`src/rtl/pcxt_pkg.sv`:
```
// pcxt front end shared definitions
// widths, apb register map, tint codes, splash length
// and the luma weight tables of the mono video path
package pcxt_pkg;

	////////////////////
	// widths
	////////////////////
	typedef logic [5:0] color_t;
	typedef logic [3:0] apb_addr_t;
	typedef logic [31:0] apb_data_t;
	typedef logic signed [15:0] sample_t;
	typedef logic [7:0] tandy_t;
	typedef logic [2:0] sec_count_t;

	// tint codes, same order as the old osd menu
	typedef enum logic [1:0] {
		TINT_COLOR = 2'd0,
		TINT_GREEN = 2'd1,
		TINT_AMBER = 2'd2,
		TINT_BW    = 2'd3
	} tint_e;

	typedef enum logic {
		ST_SPLASH = 1'b0,
		ST_RUN    = 1'b1
	} splash_state_e;

	////////////////////
	// register map
	////////////////////
	localparam apb_addr_t ADDR_CTRL = 4'h0;
	localparam apb_addr_t ADDR_STATUS = 4'h4;

	// ctrl field positions, tint is two bits wide
	localparam int CTRL_SOFT_RESET = 0;
	localparam int CTRL_SPLASH_SKIP = 1;
	localparam int CTRL_VIDEO_MDA = 2;
	localparam int CTRL_TINT_LSB = 3;

	// cpu held in reset this long after power up
	localparam sec_count_t SPLASH_SECONDS = 3'd5;

	////////////////////
	// luma weights
	////////////////////
	// 0.2126 * r
	localparam color_t RED_WEIGHT [0:63] = '{
		0, 1, 1, 1, 1, 2, 2, 2, 2, 2, 3, 3, 3, 3, 3, 4,
		4, 4, 4, 5, 5, 5, 5, 5, 6, 6, 6, 6, 6, 7, 7, 7,
		7, 8, 8, 8, 8, 8, 9, 9, 9, 9, 9, 10, 10, 10, 10, 10,
		11, 11, 11, 11, 12, 12, 12, 12, 12, 13, 13, 13, 13, 13, 14, 14
	};

	// 0.7152 * g, flattens out near the top
	localparam color_t GREEN_WEIGHT [0:63] = '{
		0, 1, 2, 3, 3, 4, 5, 6, 6, 7, 8, 8, 9, 10, 11, 11,
		12, 13, 13, 14, 15, 16, 16, 17, 18, 18, 19, 20, 21, 21, 22, 23,
		23, 24, 25, 26, 26, 27, 28, 28, 29, 30, 31, 31, 32, 33, 33, 34,
		35, 36, 36, 37, 38, 38, 39, 40, 41, 41, 42, 42, 42, 43, 43, 43
	};

	// 0.0722 * b
	localparam color_t BLUE_WEIGHT [0:63] = '{
		0, 1, 1, 1, 1, 1, 1, 1, 1, 1, 1, 1, 1, 1, 2, 2,
		2, 2, 2, 2, 2, 2, 2, 2, 2, 2, 2, 2, 3, 3, 3, 3,
		3, 3, 3, 3, 3, 3, 3, 3, 3, 3, 4, 4, 4, 4, 4, 4,
		4, 4, 4, 4, 4, 4, 4, 4, 5, 5, 5, 5, 5, 5, 5, 5
	};

endpackage

```
`src/rtl/cfg_regs.sv`:
```
// configuration registers
// apb slave, zero wait states, holding the control word
// (soft reset, splash skip, video select, tint) and a
// read-only status word with cpu hold and elapsed seconds
`timescale 1ns/1ps

module cfg_regs (
	input  logic                 CLOCK_27,
	input  logic                 reset,
	input  logic                 psel,
	input  logic                 penable,
	input  logic                 pwrite,
	input  pcxt_pkg::apb_addr_t  paddr,
	input  pcxt_pkg::apb_data_t  pwdata,
	input  logic                 cpu_hold,
	input  pcxt_pkg::sec_count_t seconds,
	output pcxt_pkg::apb_data_t  prdata,
	output logic                 pready,
	output logic                 pslverr,
	output logic                 soft_reset,
	output logic                 splash_skip,
	output logic                 video_mda,
	output pcxt_pkg::tint_e      tint
);

	logic access;
	logic hit_ctrl;
	logic hit_status;
	logic wr_ctrl;

	// access phase and address decode
	assign access = psel && penable;
	assign hit_ctrl = (paddr == pcxt_pkg::ADDR_CTRL);
	assign hit_status = (paddr == pcxt_pkg::ADDR_STATUS);
	assign wr_ctrl = access && pwrite && hit_ctrl;

	// no wait states
	assign pready = 1'b1;

	// unmapped address, or write to read-only status
	assign pslverr = access && (!(hit_ctrl || hit_status) || (pwrite && hit_status));

	////////////////////
	// control word
	////////////////////
	always_ff @(posedge CLOCK_27) begin
		if (reset) begin
			soft_reset <= 1'b0;
			splash_skip <= 1'b0;
			video_mda <= 1'b0;
			tint <= pcxt_pkg::TINT_COLOR;
		end else begin
			// soft reset only lives for one cycle
			soft_reset <= wr_ctrl && pwdata[pcxt_pkg::CTRL_SOFT_RESET];
			if (wr_ctrl) begin
				splash_skip <= pwdata[pcxt_pkg::CTRL_SPLASH_SKIP];
				video_mda <= pwdata[pcxt_pkg::CTRL_VIDEO_MDA];
				tint <= pcxt_pkg::tint_e'(pwdata[pcxt_pkg::CTRL_TINT_LSB +: 2]);
			end
		end
	end

	// read mux, soft reset bit reads as 0
	always_comb begin
		prdata = '0;
		if (psel && !pwrite) begin
			if (hit_ctrl) begin
				prdata[pcxt_pkg::CTRL_SPLASH_SKIP] = splash_skip;
				prdata[pcxt_pkg::CTRL_VIDEO_MDA] = video_mda;
				prdata[pcxt_pkg::CTRL_TINT_LSB +: 2] = tint;
			end else if (hit_status) begin
				prdata[0] = cpu_hold;
				prdata[3:1] = seconds;
			end
		end
	end

	// error response only in an access phase right after its setup phase
	a_pslverr_access: assert property (@(posedge CLOCK_27) disable iff (reset)
		pslverr |-> $past(psel && !penable));

endmodule

```
`src/rtl/splash_fsm.sv`:
```
// splash sequencer
// holds the cpu in reset after power up until the
// splash period runs out or is skipped
`timescale 1ns/1ps

module splash_fsm (
	input  logic                 CLOCK_27,
	input  logic                 reset,
	input  logic                 soft_reset,
	input  logic                 splash_skip,
	input  pcxt_pkg::sec_count_t seconds,
	output logic                 cpu_hold,
	output logic                 timer_run
);

	pcxt_pkg::splash_state_e state;
	pcxt_pkg::splash_state_e state_nxt;

	// count seconds only while the splash is up
	assign timer_run = (state == pcxt_pkg::ST_SPLASH);

	always_comb begin
		state_nxt = state;
		case (state)
			pcxt_pkg::ST_SPLASH: begin
				if (splash_skip || (seconds >= pcxt_pkg::SPLASH_SECONDS))
					state_nxt = pcxt_pkg::ST_RUN;
			end
			// run is left only through a reset
			default: state_nxt = pcxt_pkg::ST_RUN;
		endcase
		// soft reset wins over everything
		if (soft_reset)
			state_nxt = pcxt_pkg::ST_SPLASH;
	end

	always_ff @(posedge CLOCK_27) begin
		if (reset) begin
			state <= pcxt_pkg::ST_SPLASH;
			cpu_hold <= 1'b1;
		end else begin
			state <= state_nxt;
			cpu_hold <= (state_nxt == pcxt_pkg::ST_SPLASH);
		end
	end

	// splash never outlasts its length while the timer runs
	a_run_in_splash: assert property (@(posedge CLOCK_27) disable iff (reset)
		timer_run |-> (seconds <= pcxt_pkg::SPLASH_SECONDS));

endmodule

```
`src/rtl/second_timer.sv`:
```
// second timer
// prescaler turns clock cycles into whole seconds,
// seconds counter saturates at 7
`timescale 1ns/1ps

module second_timer #(
	parameter int TICKS_PER_SECOND = 14318000
) (
	input  logic                 CLOCK_27,
	input  logic                 reset,
	input  logic                 clear,
	input  logic                 run,
	output pcxt_pkg::sec_count_t seconds
);

	typedef logic [$clog2(TICKS_PER_SECOND)-1:0] presc_t;

	presc_t presc;
	logic   sec_tick;

	// last cycle of a second
	assign sec_tick = run && (presc == presc_t'(TICKS_PER_SECOND - 1));

	always_ff @(posedge CLOCK_27) begin
		if (reset || clear) begin
			presc <= '0;
			seconds <= '0;
		end else if (sec_tick) begin
			presc <= '0;
			// hold at max
			if (seconds != 3'd7)
				seconds <= seconds + 3'd1;
		end else if (run) begin
			presc <= presc + 1'b1;
		end
	end

endmodule

```
`src/rtl/mono_tint.sv`:
```
// monochrome video tint
// cga mode passes the colour through, mda mode turns
// the pixel into luma and paints it green, amber or
// grey, one register stage
`timescale 1ns/1ps

module mono_tint (
	input  logic             CLOCK_27,
	input  logic             reset,
	input  logic             video_mda,
	input  pcxt_pkg::tint_e  tint,
	input  pcxt_pkg::color_t pix_r,
	input  pcxt_pkg::color_t pix_g,
	input  pcxt_pkg::color_t pix_b,
	output pcxt_pkg::color_t out_r,
	output pcxt_pkg::color_t out_g,
	output pcxt_pkg::color_t out_b
);

	pcxt_pkg::color_t luma;
	pcxt_pkg::color_t nxt_r;
	pcxt_pkg::color_t nxt_g;
	pcxt_pkg::color_t nxt_b;

	// weighted sum, wraps at 6 bits
	assign luma = pcxt_pkg::RED_WEIGHT[pix_r] + pcxt_pkg::GREEN_WEIGHT[pix_g]
		+ pcxt_pkg::BLUE_WEIGHT[pix_b];

	////////////////////
	// tint select
	////////////////////
	always_comb begin
		// raw colour unless a mono tint applies
		nxt_r = pix_r;
		nxt_g = pix_g;
		nxt_b = pix_b;
		if (video_mda) begin
			case (tint)
				pcxt_pkg::TINT_GREEN: begin
					nxt_r = '0;
					nxt_g = luma;
					nxt_b = '0;
				end
				pcxt_pkg::TINT_AMBER: begin
					// half green gives the amber hue
					nxt_r = luma;
					nxt_g = luma >> 1;
					nxt_b = '0;
				end
				pcxt_pkg::TINT_BW: begin
					nxt_r = luma;
					nxt_g = luma;
					nxt_b = luma;
				end
				default: begin
					nxt_r = pix_r;
					nxt_g = pix_g;
					nxt_b = pix_b;
				end
			endcase
		end
	end

	// output stage
	always_ff @(posedge CLOCK_27) begin
		if (reset) begin
			out_r <= '0;
			out_g <= '0;
			out_b <= '0;
		end else begin
			out_r <= nxt_r;
			out_g <= nxt_g;
			out_b <= nxt_b;
		end
	end

endmodule

```
`src/rtl/audio_mix.sv`:
```
// signed audio mixer
// sums opl2, tandy and pc speaker into one 16-bit sample
`timescale 1ns/1ps

module audio_mix (
	input  logic              CLOCK_27,
	input  logic              reset,
	input  pcxt_pkg::sample_t opl_snd,
	input  pcxt_pkg::tandy_t  tandy_snd,
	input  logic              speaker,
	output pcxt_pkg::sample_t mix_out
);

	logic [16:0] sum;

	// opl2 sign extended, speaker near full scale,
	// tandy in the middle bits
	assign sum = ({opl_snd[15], opl_snd} << 2) + (17'(speaker) << 15)
		+ (17'(tandy_snd) << 8);

	// drop lsb, keep 16 bits
	always_ff @(posedge CLOCK_27) begin
		if (reset)
			mix_out <= '0;
		else
			mix_out <= pcxt_pkg::sample_t'(sum[16:1]);
	end

endmodule

```
`src/rtl/pcxt_frontend.sv`:
```
// pcxt front end top
// apb config registers, splash control for the cpu
// reset, mono video tint and the audio mixer
`timescale 1ns/1ps

module pcxt_frontend #(
	parameter int TICKS_PER_SECOND = 14318000
) (
	input  logic                CLOCK_27,
	input  logic                reset,
	input  logic                psel,
	input  logic                penable,
	input  logic                pwrite,
	input  pcxt_pkg::apb_addr_t paddr,
	input  pcxt_pkg::apb_data_t pwdata,
	output pcxt_pkg::apb_data_t prdata,
	output logic                pready,
	output logic                pslverr,
	input  pcxt_pkg::color_t    pix_r,
	input  pcxt_pkg::color_t    pix_g,
	input  pcxt_pkg::color_t    pix_b,
	output pcxt_pkg::color_t    out_r,
	output pcxt_pkg::color_t    out_g,
	output pcxt_pkg::color_t    out_b,
	input  pcxt_pkg::sample_t   opl_snd,
	input  pcxt_pkg::tandy_t    tandy_snd,
	input  logic                speaker,
	output pcxt_pkg::sample_t   mix_out,
	output logic                cpu_hold
);

	logic                 soft_reset;
	logic                 splash_skip;
	logic                 video_mda;
	pcxt_pkg::tint_e      tint;
	logic                 timer_run;
	pcxt_pkg::sec_count_t seconds;

	////////////////////
	// control
	////////////////////
	cfg_regs cfg_regs_i (
		.CLOCK_27    (CLOCK_27),
		.reset       (reset),
		.psel        (psel),
		.penable     (penable),
		.pwrite      (pwrite),
		.paddr       (paddr),
		.pwdata      (pwdata),
		.cpu_hold    (cpu_hold),
		.seconds     (seconds),
		.prdata      (prdata),
		.pready      (pready),
		.pslverr     (pslverr),
		.soft_reset  (soft_reset),
		.splash_skip (splash_skip),
		.video_mda   (video_mda),
		.tint        (tint)
	);

	splash_fsm splash_fsm_i (
		.CLOCK_27    (CLOCK_27),
		.reset       (reset),
		.soft_reset  (soft_reset),
		.splash_skip (splash_skip),
		.seconds     (seconds),
		.cpu_hold    (cpu_hold),
		.timer_run   (timer_run)
	);

	// soft reset also restarts the count
	second_timer #(
		.TICKS_PER_SECOND (TICKS_PER_SECOND)
	) second_timer_i (
		.CLOCK_27 (CLOCK_27),
		.reset    (reset),
		.clear    (soft_reset),
		.run      (timer_run),
		.seconds  (seconds)
	);

	////////////////////
	// data paths
	////////////////////
	mono_tint mono_tint_i (
		.CLOCK_27  (CLOCK_27),
		.reset     (reset),
		.video_mda (video_mda),
		.tint      (tint),
		.pix_r     (pix_r),
		.pix_g     (pix_g),
		.pix_b     (pix_b),
		.out_r     (out_r),
		.out_g     (out_g),
		.out_b     (out_b)
	);

	audio_mix audio_mix_i (
		.CLOCK_27  (CLOCK_27),
		.reset     (reset),
		.opl_snd   (opl_snd),
		.tandy_snd (tandy_snd),
		.speaker   (speaker),
		.mix_out   (mix_out)
	);

endmodule

```
`config.mk`:
```
export PLATFORM = sky130hd
export DESIGN_NAME = pcxt_frontend
export DESIGN_NICKNAME = d
export VERILOG_FILES = /design/src/rtl/pcxt_pkg.sv /design/src/rtl/cfg_regs.sv /design/src/rtl/splash_fsm.sv /design/src/rtl/second_timer.sv /design/src/rtl/mono_tint.sv /design/src/rtl/audio_mix.sv /design/src/rtl/pcxt_frontend.sv
export SDC_FILE = /design/constraint.sdc
export NUM_CORES = 1
export LEC_CHECK = 0
export ABC_CLOCK_PERIOD_IN_PS = 8000
export BUFFER_PORTS_ARGS = -buffer_cell sky130_fd_sc_hd__buf_4
export CAP_MARGIN = 20
export CORE_MARGIN = 3
export CORE_UTILIZATION = 25
export CTS_CLUSTER_DIAMETER = 50
export CTS_CLUSTER_SIZE = 16
export DETAILED_ROUTE_END_ITERATION = 12
export PLACE_DENSITY = 0.44
export SLEW_MARGIN = 30
export SYNTH_ARGS = -nofsm -noshare
export SYNTH_HDL_FRONTEND = slang
export SYNTH_HIERARCHICAL = 1
export SYNTH_SLANG_ARGS = --single-unit
```
`constraint.sdc`:
```
create_clock -name CLOCK_27 -period 8 [get_ports CLOCK_27]
set_input_delay 0.8 -clock CLOCK_27 [delete_from_list [all_inputs] [get_ports CLOCK_27]]
set_output_delay 0.8 -clock CLOCK_27 [all_outputs]
set_load 0.05 [all_outputs]
```
======== Yosys cells after proc, flatten, opt, wreduce, memory -nomap -nowiden ========
Memories as Yosys holds them, arrays and structs flattened.
Index checks and enable logic that the tools add are counted.
cells by class
  add/sub/neg operators ................... 6
  multipliers ............................. 0
  divide/modulo/power cells ............... 0
  magnitude comparators ................... 4
  eq/ne operators ......................... 6
  shift-type cells ........................ 0
  muxes and demuxes ....................... 20
  bitwise logic cells ..................... 5
  reductions and logical operators ........ 20
operator list
  cell                                                      count
  two-way mux 6 bit                                         9
  one-hot mux 6 bit (2 select lines)                        3
  adder 17 x 16 -> 17 bit                                   2
  adder 24 x 1 -> 24 bit, second input constant             1
  == test 24 bit, second input constant                     1
  greater-or-equal comparator 7 bit, second input constant  3
  NOT 6 -> 7 bit                                            3
  adder 6 bit                                               2
  logical AND 1 bit                                         8
  OR reduction 2 bit                                        4
  two-way mux 1 bit                                         5
  two-way mux 5 bit                                         1
  == test 2 bit, second input constant                      2
  == test 4 x 3 -> 1 bit, second input constant             1
  logical NOT 4 bit                                         1
  logical OR 1 bit                                          4
  two-way mux 4 bit                                         1
  adder 3 x 1 -> 3 bit, second input constant               1
  greater-or-equal comparator 3 bit, second input constant  1
  two-way mux 3 bit                                         1
  != test 3 bit, second input constant                      1
  == test 2 x 1 -> 1 bit, second input constant             1
  logical NOT 1 bit                                         2
  NOT 1 bit                                                 2
  AND reduction 2 bit                                       1
storage, ports and cells
  register bits ........................... 68
  bits in latches ......................... 0
  bits in writable memories ............... 0
  ROM bits ................................ 1152
  input port bits ......................... 84
  output and inout port bits .............. 69
  word-level logic and storage cells ...... 76
  memories ................................ 3
memory list
  name             words  width  read ports  clocked after Yosys merged registers in  wr ports  line             RTL
  (no name shown)  64     6      1           0                                        0         mono_tint.sv:26  assign luma = pcxt_pkg::RED_WEIGHT[pix_r] + pcxt_pkg::GREEN_WEIGHT[pix_g]
  (no name shown)  64     6      1           0                                        0         mono_tint.sv:26
  (no name shown)  64     6      1           0                                        0         mono_tint.sv:27  + pcxt_pkg::BLUE_WEIGHT[pix_b];

======== Logic depth before layout (Yosys ltp) ========
Gate-level depths: netlist (run 1).
  depth in word-level cells ............... 8
  mapped depth ............................ 17

======== By module ========
Netlist (run 1), hierarchy kept.
by module, submodules not included
  module        times used  cells each  area an instance (um^2)  seq. area each (um^2)
  mono_tint     1           242         1770.4                   360.3
  second_timer  1           146         1383.8                   540.5
  audio_mix     1           88          855.8                    300.3
  cfg_regs      1           65          539.3                    100.1
  splash_fsm    1           7           68.8                     40.0

======== Worst setup path before layout (run 1) ========
OpenSTA, ideal clock, no wires.
  kind .................................... input to register
  from .................................... input port pix_g[1]
  to ...................................... register mono_tint_i.out_g[4]
  arrival ................................. 3.759 ns
  required time ........................... 7.930 ns
  path slack .............................. 4.170 ns
  stages .................................. 16
  buffers on the path ..................... 0
  cells stage by stage .................... inv_1 ha_1 nor2b_1 o21bai_1 a21boi_1 mux4_2 fa_1 inv_1 ha_1 inv_1 fa_1 nand2b_1 a21oi_1 xor2_1 a32oi_1 a21oi_1
between the ends
  cells in the longest elaborated chain, start to end .. 8
ends and longest elaborated chain
  element                                                line                 RTL
  start: declaration                                     pcxt_frontend.sv:20  input pcxt_pkg::color_t pix_g,
  NOT 6 -> 7 bit (implied by the code)                   mono_tint.sv:26
  memory read (64 x 6 bit)                               -
  two-way mux 6 bit (implied by the code) (2 in series)  mono_tint.sv:26
  adder 6 bit                                            mono_tint.sv:26
  adder 6 bit                                            mono_tint.sv:27
  one-hot mux 6 bit (2 select lines)                     mono_tint.sv:38      case (tint)
  two-way mux 6 bit                                      mono_tint.sv:37      if (video_mda) begin
  end signal: assignment                                 mono_tint.sv:72      out_g <= nxt_g;
  end: declaration                                       mono_tint.sv:16      output pcxt_pkg::color_t out_g,
No other way between the ends. The select of a mux whose other input is x is not followed.
A chain may end at the register's enable or synchronous reset.

======== Final worst setup path (run 1) ========
  from .................................... input port pix_g[1]
  to ...................................... register mono_tint_i.out_b[5]
between the ends
  cells in the longest elaborated chain, start to end .. 8
ends and longest elaborated chain
  element                                                line             RTL
  NOT 6 -> 7 bit (implied by the code)                   mono_tint.sv:26
  memory read (64 x 6 bit)                               -
  two-way mux 6 bit (implied by the code) (2 in series)  mono_tint.sv:26
  adder 6 bit                                            mono_tint.sv:26
  adder 6 bit                                            mono_tint.sv:27
  one-hot mux 6 bit (2 select lines)                     mono_tint.sv:38
  two-way mux 6 bit                                      mono_tint.sv:37
  end signal: assignment                                 mono_tint.sv:73  out_b <= nxt_b;
  end: declaration                                       mono_tint.sv:17  output pcxt_pkg::color_t out_b
No other way between the ends. The select of a mux whose other input is x is not followed.

==> results by stage, run 1 <==
Worst setup path:
- Along the worst path, the maximum fanout reaches 10.
- The beginning of the critical path is pix_g[1].
- The type of origin of the critical path is an input port.
- The start of the worst register-to-register path is second_timer_i/presc[0]$_SDFFE_PP0P_.
- The required time at the endpoint of the critical path is around 8.3 ns.
- Data on the critical path arrives at its endpoint at ~4.5 ns.
- The critical path in this run is classified as in2reg.
- The endpoint kind of the worst setup timing path is a flip-flop.

Die:
- The area enclosed by the die boundary is just over 0.02 mm².
- During I/O placement, the number of pins put on the boundary was between 150 and 200.
- For this configuration, the core starts out at a cell density of roughly 26%.
- The row count is 49.
- In this run the horizontal extent of the chip is roughly 140 µm.
- The y dimension of the die is approximately 140 µm.
- The core region is roughly 0.018 mm².

CTS:
- In this run the number of H-tree levels came out at 3.
- In this run the clock root is driven by a clkbuf_16.
- The worst-skew pair later-pin latency is 0.34 ns.
- The TritonCTS buffer count is 9.
- The maximum number of buffers from clock root to sink is 2.
- Clock-pin slew was measured on the worst setup and hold paths at 0.06 ns.
- Post-CTS timing repair inserted 0 buffers for setup.
- The total clock sinks is 67.
- Once the clock tree was built, the resizer swapped 0 gates to a different size.
- The number of hold buffers added after CTS was 0.
- The CTS tree is built.

STA:
- The worst setup skew after layout is slightly below 0.009 ns.
- The max-slew violation total from the final report was 0.
- Measured against its own limit, the worst slew margin works out to 53.66%.
- At the pin with the least slew margin, the transition time is about 0.69 ns.
- Setup total negative slack on the finished layout was measured at 0 ns.
- Setup slack on the critical path of the routed design comes to 3.810 ns.
- Setup violations remaining at the end of the flow were counted as 0.
- Setup repair after global routing left no endpoint under its margin.
- The final period utilization is between 50 and 60%.
- The achievable clock frequency is 238.7 MHz.
- After layout, the minimum clock period comes to approximately 4.2 ns.
- The number of endpoints with negative hold slack in the final report was 0.

Drt:
- For this run, design rule violations remaining after detail routing come to 0.
- Before antenna repair, the detailed router went through 4 iterations.
- The via density per instance is 4.695.
- The final layout contains routed wiring with a total length of ~12 mm.
- The detailed router placed about 4k vias in this run.
- The detailed router finished its first iteration with 194 violations.
- The remaining number of nets flagged by the antenna check after routing is 0.
- In the final routed layout, each cell accounts on average for 13.71 µm.

Synth:
- Summed over all instances, the cell type with the most area after synthesis is dfxtp_1.
- Sequential elements use a little under 30% of the synthesized area.
- The most instantiated flip-flop cell in the synthesis netlist is dfxtp_1.
- Of all flip-flops after synthesis, the portion carrying an async set or reset was 0%.
- The fraction of synthesized cell area taken by the top area cell type is just under 30%.
- The synthesized netlist cell count is between 500 and 600.
- The number of distinct library cells after synthesis is 74.
- The synthesis warning total is 6.
- After synthesis, the cell types taking the most area are dfxtp_1 (29%), ha_1 (8.1%), nor2_1 (5.2%).
- In this run, synthesis produced a sequential element count of 67.
- The netlist area before placement is ~0.0046 mm².
- The mean instance size in the synthesized netlist is around 8.4 µm².
- The synthesized design contains 0 enable-type register cells.

Cells and area:
- The area overhead of the layout relative to synthesis is 22.19%.
- The net total in the final layout is about 740.
- The number of antenna diodes is 0.
- In the layout the commonest cells are buf_4 (95), dfxtp_1 (67), nor2_1 (64).
- The most common cell after layout, fill and taps aside is buf_4.
- Cells with a size suffix above 1 make up a little over a fifth of the layout.

Placement:
- The congestion estimate from routability-driven global placement came to about 0.8.
- The HPWL after detailed placement is 9.100 mm.
- The number of buffers added on ports is 95.
- The worst setup slack before clock tree synthesis is about 3.5 ns.

Worst hold path:
- The path category of the worst min-delay check is reg2reg.
- The source of the worst hold timing path is cfg_regs_i/soft_reset$_SDFF_PP0_.

Power and ir drop:
- The static leakage is ~0.0024 µW.
- VDD sags by at most ~0.093 mV.
- The total power divided by cell area is around 190 mW/mm².

Global route:
- For this run, the total global-route usage over all layers was measured as 11.79%.
- The first-pass GRT wire length is between 15 and 20 mm.
- Entering global routing, the biggest net connects 49 pins.
- The number of global-route vias before repair is roughly 3.8k.
- The initial antenna violation count was 0.
- The overflow left after global routing is 0.

Run:
- Across the run, the number of max-cap violations was 0.

Status:
- The flow ran to the end, and the final reports show no timing, DRC or antenna violations.
[Yosys cell counts (4+ instances only)]
library cell  number
nand3_1           12
and3_1             4
buf_6              8
nand2_1           29
a21oi_1           36
clkbuf_1          11
o31ai_1            6
xor2_1            12
xnor2_1            7
o21a_1             5
nand2b_1          15
nor3_1            12
o211ai_1           6
nand4_1            7
or4_1              7
nor2_1            64
and4_1             6
o21ai_1            6
nor2b_1           14
a21o_1             4
mux2i_1            7
or3_1              6
o21ai_0           26
buf_4             30
a22oi_1           12
buf_2              7
ha_1              30
inv_1             24
dfxtp_1           67
fa_1               6
[worst paths after layout]
| kind | depth (start not counted) | endpoint | slack, ns |
|---|---|---|---|
| hold / removal | 1 | splash_fsm_i/state$_SDFF_PP0_ | 0.47 |
| setup reg to reg | 5 | second_timer_i/presc[1]$_SDFFE_PP0P_ | 5.97 |
| setup / recovery | 17 | mono_tint_i/out_b[5]$_SDFF_PP0_ | 3.81 |
| hold reg to reg | 1 | splash_fsm_i/state$_SDFF_PP0_ | 0.47 |
[kinds of logic (layout without fill, tap and decap cells)]
family	count (synthesis)	in the layout	share of synthesized area, %
simple gates	201	201	24.33
compound gates	129	129	18.23
buf+inv	83	136	11.11
flops	67	67	29.04
fa+ha+maj	37	37	10.95
xor+xnor	19	19	3.603
mux	9	9	2.493
other cells	3	29	0.2438
[flip-flops by register name (all words and copies together), names as in the netlist]
register / count
audio_mix_i/mix_out: 15
second_timer_i/presc: 24
mono_tint_i/out_b: 6
cfg_regs_i/tint: 2
cfg_regs_i/video_mda: 1
mono_tint_i/out_r: 6
splash_fsm_i/cpu_hold: 1
cfg_regs_i/soft_reset: 1
cfg_regs_i/splash_skip: 1
second_timer_i/seconds: 3
splash_fsm_i/state: 1
mono_tint_i/out_g: 6
[layout make-up]
class                   instances  area [µm²]
multi-input cells             424        2879
flip-flops and latches         67        1341
clock buffers                  12       256.5
inverters                      25       93.84
fillers                      1940       12380
clock inverters                 4       72.57
repair buffers                 95       713.2
well taps                     229       286.5
[worst max-delay path, cell delays in order]
cell and delay [ns]:
buf_4 0.15, inv_1 0.15, ha_1 0.23, nor2b_1 0.17, o21bai_1 0.13, a21boi_1 0.08, mux4_2 0.52, fa_1 0.48
inv_1 0.06, ha_1 0.17, inv_1 0.06, fa_1 0.39, nand2b_1 0.16, a21oi_1 0.16, xor2_1 0.42, a22oi_1 0.17
nor2_1 0.14
[report_power, final]
group	internal (µW)	leakage, µW	switching (µW)
clock network	289	0.000159	145
registers	348	0.000549	5.24
logic	98.3	0.00170	185
[stage by stage]
stage	hold slack [ns]	utilization, %	power, µW	cells	cell area (µm²)
after floorplan	0.4108	-	574.8	574	4716
after global placement	0.4355	29.38	641.6	840	5296
after detailed placement	0.4532	29.48	644.0	840	5314
after CTS	0.4639	31.31	1089	856	5643
after global routing	0.4811	31.31	1130	856	5643
final	0.4674	31.31	1070	856	5643
[per-layer routing]
metal / vias to the layer above / wire, µm / GRT usage, %
met5: - / 0 / 0
met4: 0 / 240 / 4.949
met3: 15 / 1017 / 4.348
met2: 118 / 5193 / 17.57
met1: 1841 / 5287 / 15.38
li1: 2045 / - / -
(Power assumes the default switching activity.)
==> inputs of run 2 (changes only) <==
--- a/config.mk
+++ b/config.mk
@@ -5,7 +5,8 @@
 export SDC_FILE = /design/constraint.sdc
 export NUM_CORES = 1
 export LEC_CHECK = 0
-export ABC_CLOCK_PERIOD_IN_PS = 8000
+export ABC_AREA = 1
+export ABC_CLOCK_PERIOD_IN_PS = 4090
 export BUFFER_PORTS_ARGS = -buffer_cell sky130_fd_sc_hd__buf_4
 export CAP_MARGIN = 20
 export CORE_MARGIN = 3
==> constraint.sdc (replaced) <==
create_clock -name CLOCK_27 -period 4.09 [get_ports CLOCK_27]
set_input_delay 0.409 -clock CLOCK_27 [delete_from_list [all_inputs] [get_ports CLOCK_27]]
set_output_delay 0.409 -clock CLOCK_27 [all_outputs]
set_load 0.05 [all_outputs]
==> run 2 against run 1 <==
Compared with the run above:
- utilization grew 0.46 points
- register-to-register slack lost 3.7 ns
- sequential power grew 96%
- critical path depth grew 6
- die area grew 6.4%
- via count grew 13%
- worst hold slack lost 0.20 ns
- clock power grew 99%
- combinational power grew 95%
- sequential cell count is the same
==> results by stage, run 2 <==
CTS:
- The CTS tree is built.
- After clock tree synthesis, the flow added hold-fix buffers numbering 0.
- The worst-skew pair later-pin latency is approximately 0.34 ns.
- Clock tree synthesis selected as its root buffer the cell clkbuf_16.
- The total clock sinks is 67.
- The CTS H-tree depth is 3.
- The post-CTS setup buffer count is 0.
- The clock-pin slew reported for the worst setup and hold paths after clock tree synthesis is approximately 0.060 ns.
- The maximum number of buffers from clock root to sink is 2.
- The number of clock buffers added by TritonCTS is 9.
- The quantity of gates resized following cts is 0.

Synth:
- The biggest area consumer among synthesized cells is dfxtp_1.
- By area the synthesized netlist is led by dfxtp_1 (27%), nand2_1 (13%), ha_1 (7.6%).
- Counting flops with a built-in enable in the synthesized netlist gives 0.
- The number of synthesized register bits is 67.
- During synthesis, Yosys emitted a total of 6 warnings.
- Among all flip-flop cells after synthesis, the most frequent one is dfxtp_1.
- The netlist area before placement is ~0.0049 mm².
- The share of async-settable or async-resettable flops after synthesis is 0%.
- Of the synthesized area, sequential elements account for a little over a quarter.
- In the synthesized netlist, the number of instances is ~730.
- Dividing the synthesized area by the synthesized cell count gives between 6 and 7 µm².
- By count the netlist is led by nand2_1 (171), inv_1 (98), nor2_1 (86).
- The share of synthesized area in the top cell type comes to 27.23%.
- The leading cell type by number of instances after synthesis is nand2_1.
- In this run, distinct cell masters in the synthesized netlist total 46.

Cells and area:
- The most common cell after layout, fill and taps aside is nand2_1.
- Of the cells placed in the final design, the portion with a size suffix greater than 1 is a little over 20%.
- In the final layout, the registers with the most flip-flops are second_timer_i/presc: 24 flops, audio_mix_i/mix_out: 15 flops.
- The register with the most flip-flops in the layout has 24 of them.
- After the last flow step, the layout net total stands at a little over 900.
- The number of antenna diodes in the final layout is 0.
- The area overhead of the layout relative to synthesis is 22.66%.
- In the layout the commonest cells are nand2_1 (171), inv_1 (98), buf_4 (95).
- The register containing the most flip-flops in the final layout is second_timer_i/presc.
- The number of standard cells in the layout, taps in and fillers out is 1080.

STA:
- Clock skew on the completed layout was measured at approximately 0.0053 ns.
- The minimum hold slack is 0.2695 ns.
- The max-slew violation total from the final report was 0.
- Setup violations remaining at the end of the flow were counted as 0.
- The pin slew with the least headroom to its limit is roughly 0.53 ns.
- Setup repair after global routing left no endpoint under its margin.
- In the final timing run, aggregate negative setup slack is 0 ns.
- The routed design could run at a clock period as short as between 3 and 4 ns.
- The number of endpoints with negative hold slack in the final report is 0.
- The worst slew margin relative to its limit is 64.48%.
- The achievable clock frequency is just over 300 MHz.
- The worst path uses between 80% and 90% of the clock period.

Worst setup path:
- The largest fanout on the critical path is 7.
- The largest single stage delay on the critical path is 0.46 ns.
- The endpoint kind of the worst setup timing path is a flip-flop.
- STA classifies the critical path startpoint as an input port.
- The critical path is of the in2reg type.
- The cell with the largest stage delay on the worst path is fa_1.
- The critical path arrival is 3.56 ns.
- The number of buffer and inverter instances along the worst setup path is 6.
- STA puts the critical path data required time at 4.36 ns.
- The gate family responsible for the most delay along the worst path is adder cells.
- Traced cell by cell, the critical path runs through buf_4 > inv_1 > ha_1 > or2_2 > nand3_1 > o211ai_1 > o21ai_1 > nand2_1 > nand2_1 > inv_1 > fa_1 > inv_1 > ha_1 > inv_1 > fa_1 > inv_1 > nand2_1 > nand2_1 > nand2_1 > nand2_1 > and2_4 > nand3_2 > a21oi_2.
- The cell type with the highest occurrence count on the critical path is nand2_1.

Placement:
- The HPWL after detailed placement is ~10 mm.
- Input and output buffers added on the ports amount to between 90 and 100.
- Once placement completed, the tool counted placed cells totaling between 1k and 1.5k.
- Routability-driven placement finished with a final weighted congestion of ~0.82.

Drt:
- For this run, the detailed router's first-pass iteration total came to 4.
- The total DRC errors in the routed layout is 0.
- The wire length reported by the detailed router is approximately 13 mm.
- The routed via count is 4526.
- The detailed router finished its first iteration with between 150 and 200 violations.
- After detailed routing, the average wire length per cell comes to ~12 µm.
- The count of nets left with antenna violations once routing finished came out at 0.
- Dividing the detail-routed via count by the number of cells gives between 4 and 5.

Global route:
- The global-route track usage on met2 is a little under a fifth.
- The layer carrying the most global-route usage is met2.
- For this run the aggregate overflow at the end of global routing stands at 0.
- For this run, global-route usage on met3 was measured as under 10%.
- The initial antenna violation count is 0.
- The number of global-route vias before repair was around 4.4k.
- The first global-routing pass estimated around 21 mm of wire.
- Global routing used between 10% and 20% of the available tracks across all layers.
- For this run, global-route usage on met1 was measured as between 10% and 20%.
- Entering global routing, the biggest net connects 32 pins.

Power and ir drop:
- The total power divided by cell area is 348.3 mW/mm².
- The static leakage is between 0.002 and 0.003 µW.
- Total power for the finished layout comes to roughly 2100 µW.
- VDD sags by at most between 0.2 and 0.25 mV.

Die:
- 153 I/O pins were placed.
- The placeable core region is between 0.015 and 0.02 mm².
- The row count is 50.
- The starting density of the core is 25.90%.
- The area enclosed by the die boundary is between 0.02 and 0.025 mm².
- The y dimension of the die is roughly 150 µm.
- The horizontal die dimension is 146.4 µm.

Status:
- The run finished with clean final reports.

Worst hold path:
- The worst hold path belongs to the class in2reg.

Run:
- Max-cap violations in this run came to 0.
==> run 2: tightest hold or removal path, stage by stage <==
cell and delay [ns]:
buf_4 0.07, inv_1 0.03, nor2_1 0.06
==> run 2: path summary, 6_finish.rpt <==
kind | startpoint | endpoint | slack, ns | cells past startpoint
setup / recovery | pix_g[1] | mono_tint_i/out_b[5]$_SDFF_PP0_ | 0.79 | 23
hold / removal | opl_snd[2] | audio_mix_i/mix_out[3]$_SDFF_PP0_ | 0.27 | 3
setup reg to reg | splash_fsm_i/state$_SDFF_PP0_ | second_timer_i/presc[18]$_SDFFE_PP0P_ | 2.25 | 7
hold reg to reg | cfg_regs_i/soft_reset$_SDFF_PP0_ | splash_fsm_i/cpu_hold$_SDFF_PP1_ | 0.48 | 2
==> run 2: logic make-up (layout without fill, tap and decap cells) <==
family          Yosys count  count (layout)  share of synthesized area, %
simple gates            373             373                         34.77
buf+inv                 149             215                         15.21
compound gates           87              87                         10.19
flops                    67              67                         27.23
fa+ha+maj                36              36                         10.06
xor+xnor                 13              13                         2.311
other cells               3              29                        0.2286
==> run 2: through the flow <==
stage          cell area [µm²]  util [%]  setup WS [ns]
3_5_place_dp              5713     30.04         0.4600
5_1_grt                   6042     31.77         0.4759
6_report                  6042     31.77         0.7944
4_1_cts                   6042     31.77         0.8072
2_1_floorplan             5024         -         0.9426
3_3_place_gp              5713     30.04         0.4559
==> run 2: layer usage <==
layer / part of all wire [%] / vias to the layer above
met5: 0 / -
met3: 6.9 / 12
met4: 1.2 / 0
met2: 42 / 127
li1: - / 2414
met1: 50 / 1973
==> run 2: final cells by class <==
class	instances	area [µm²]
inverters	104	400.4
clock inverters	4	72.57
well taps	260	325.3
clock buffers	12	256.5
flip-flops and latches	67	1341
fillers	2155	12980
repair buffers	95	713.2
multi-input cells	538	2933
==> run 2: where the power goes <==
part / internal [µW] / switching [µW]
clock network: 566 / 296
registers: 681 / 10.6
logic: 181 / 370
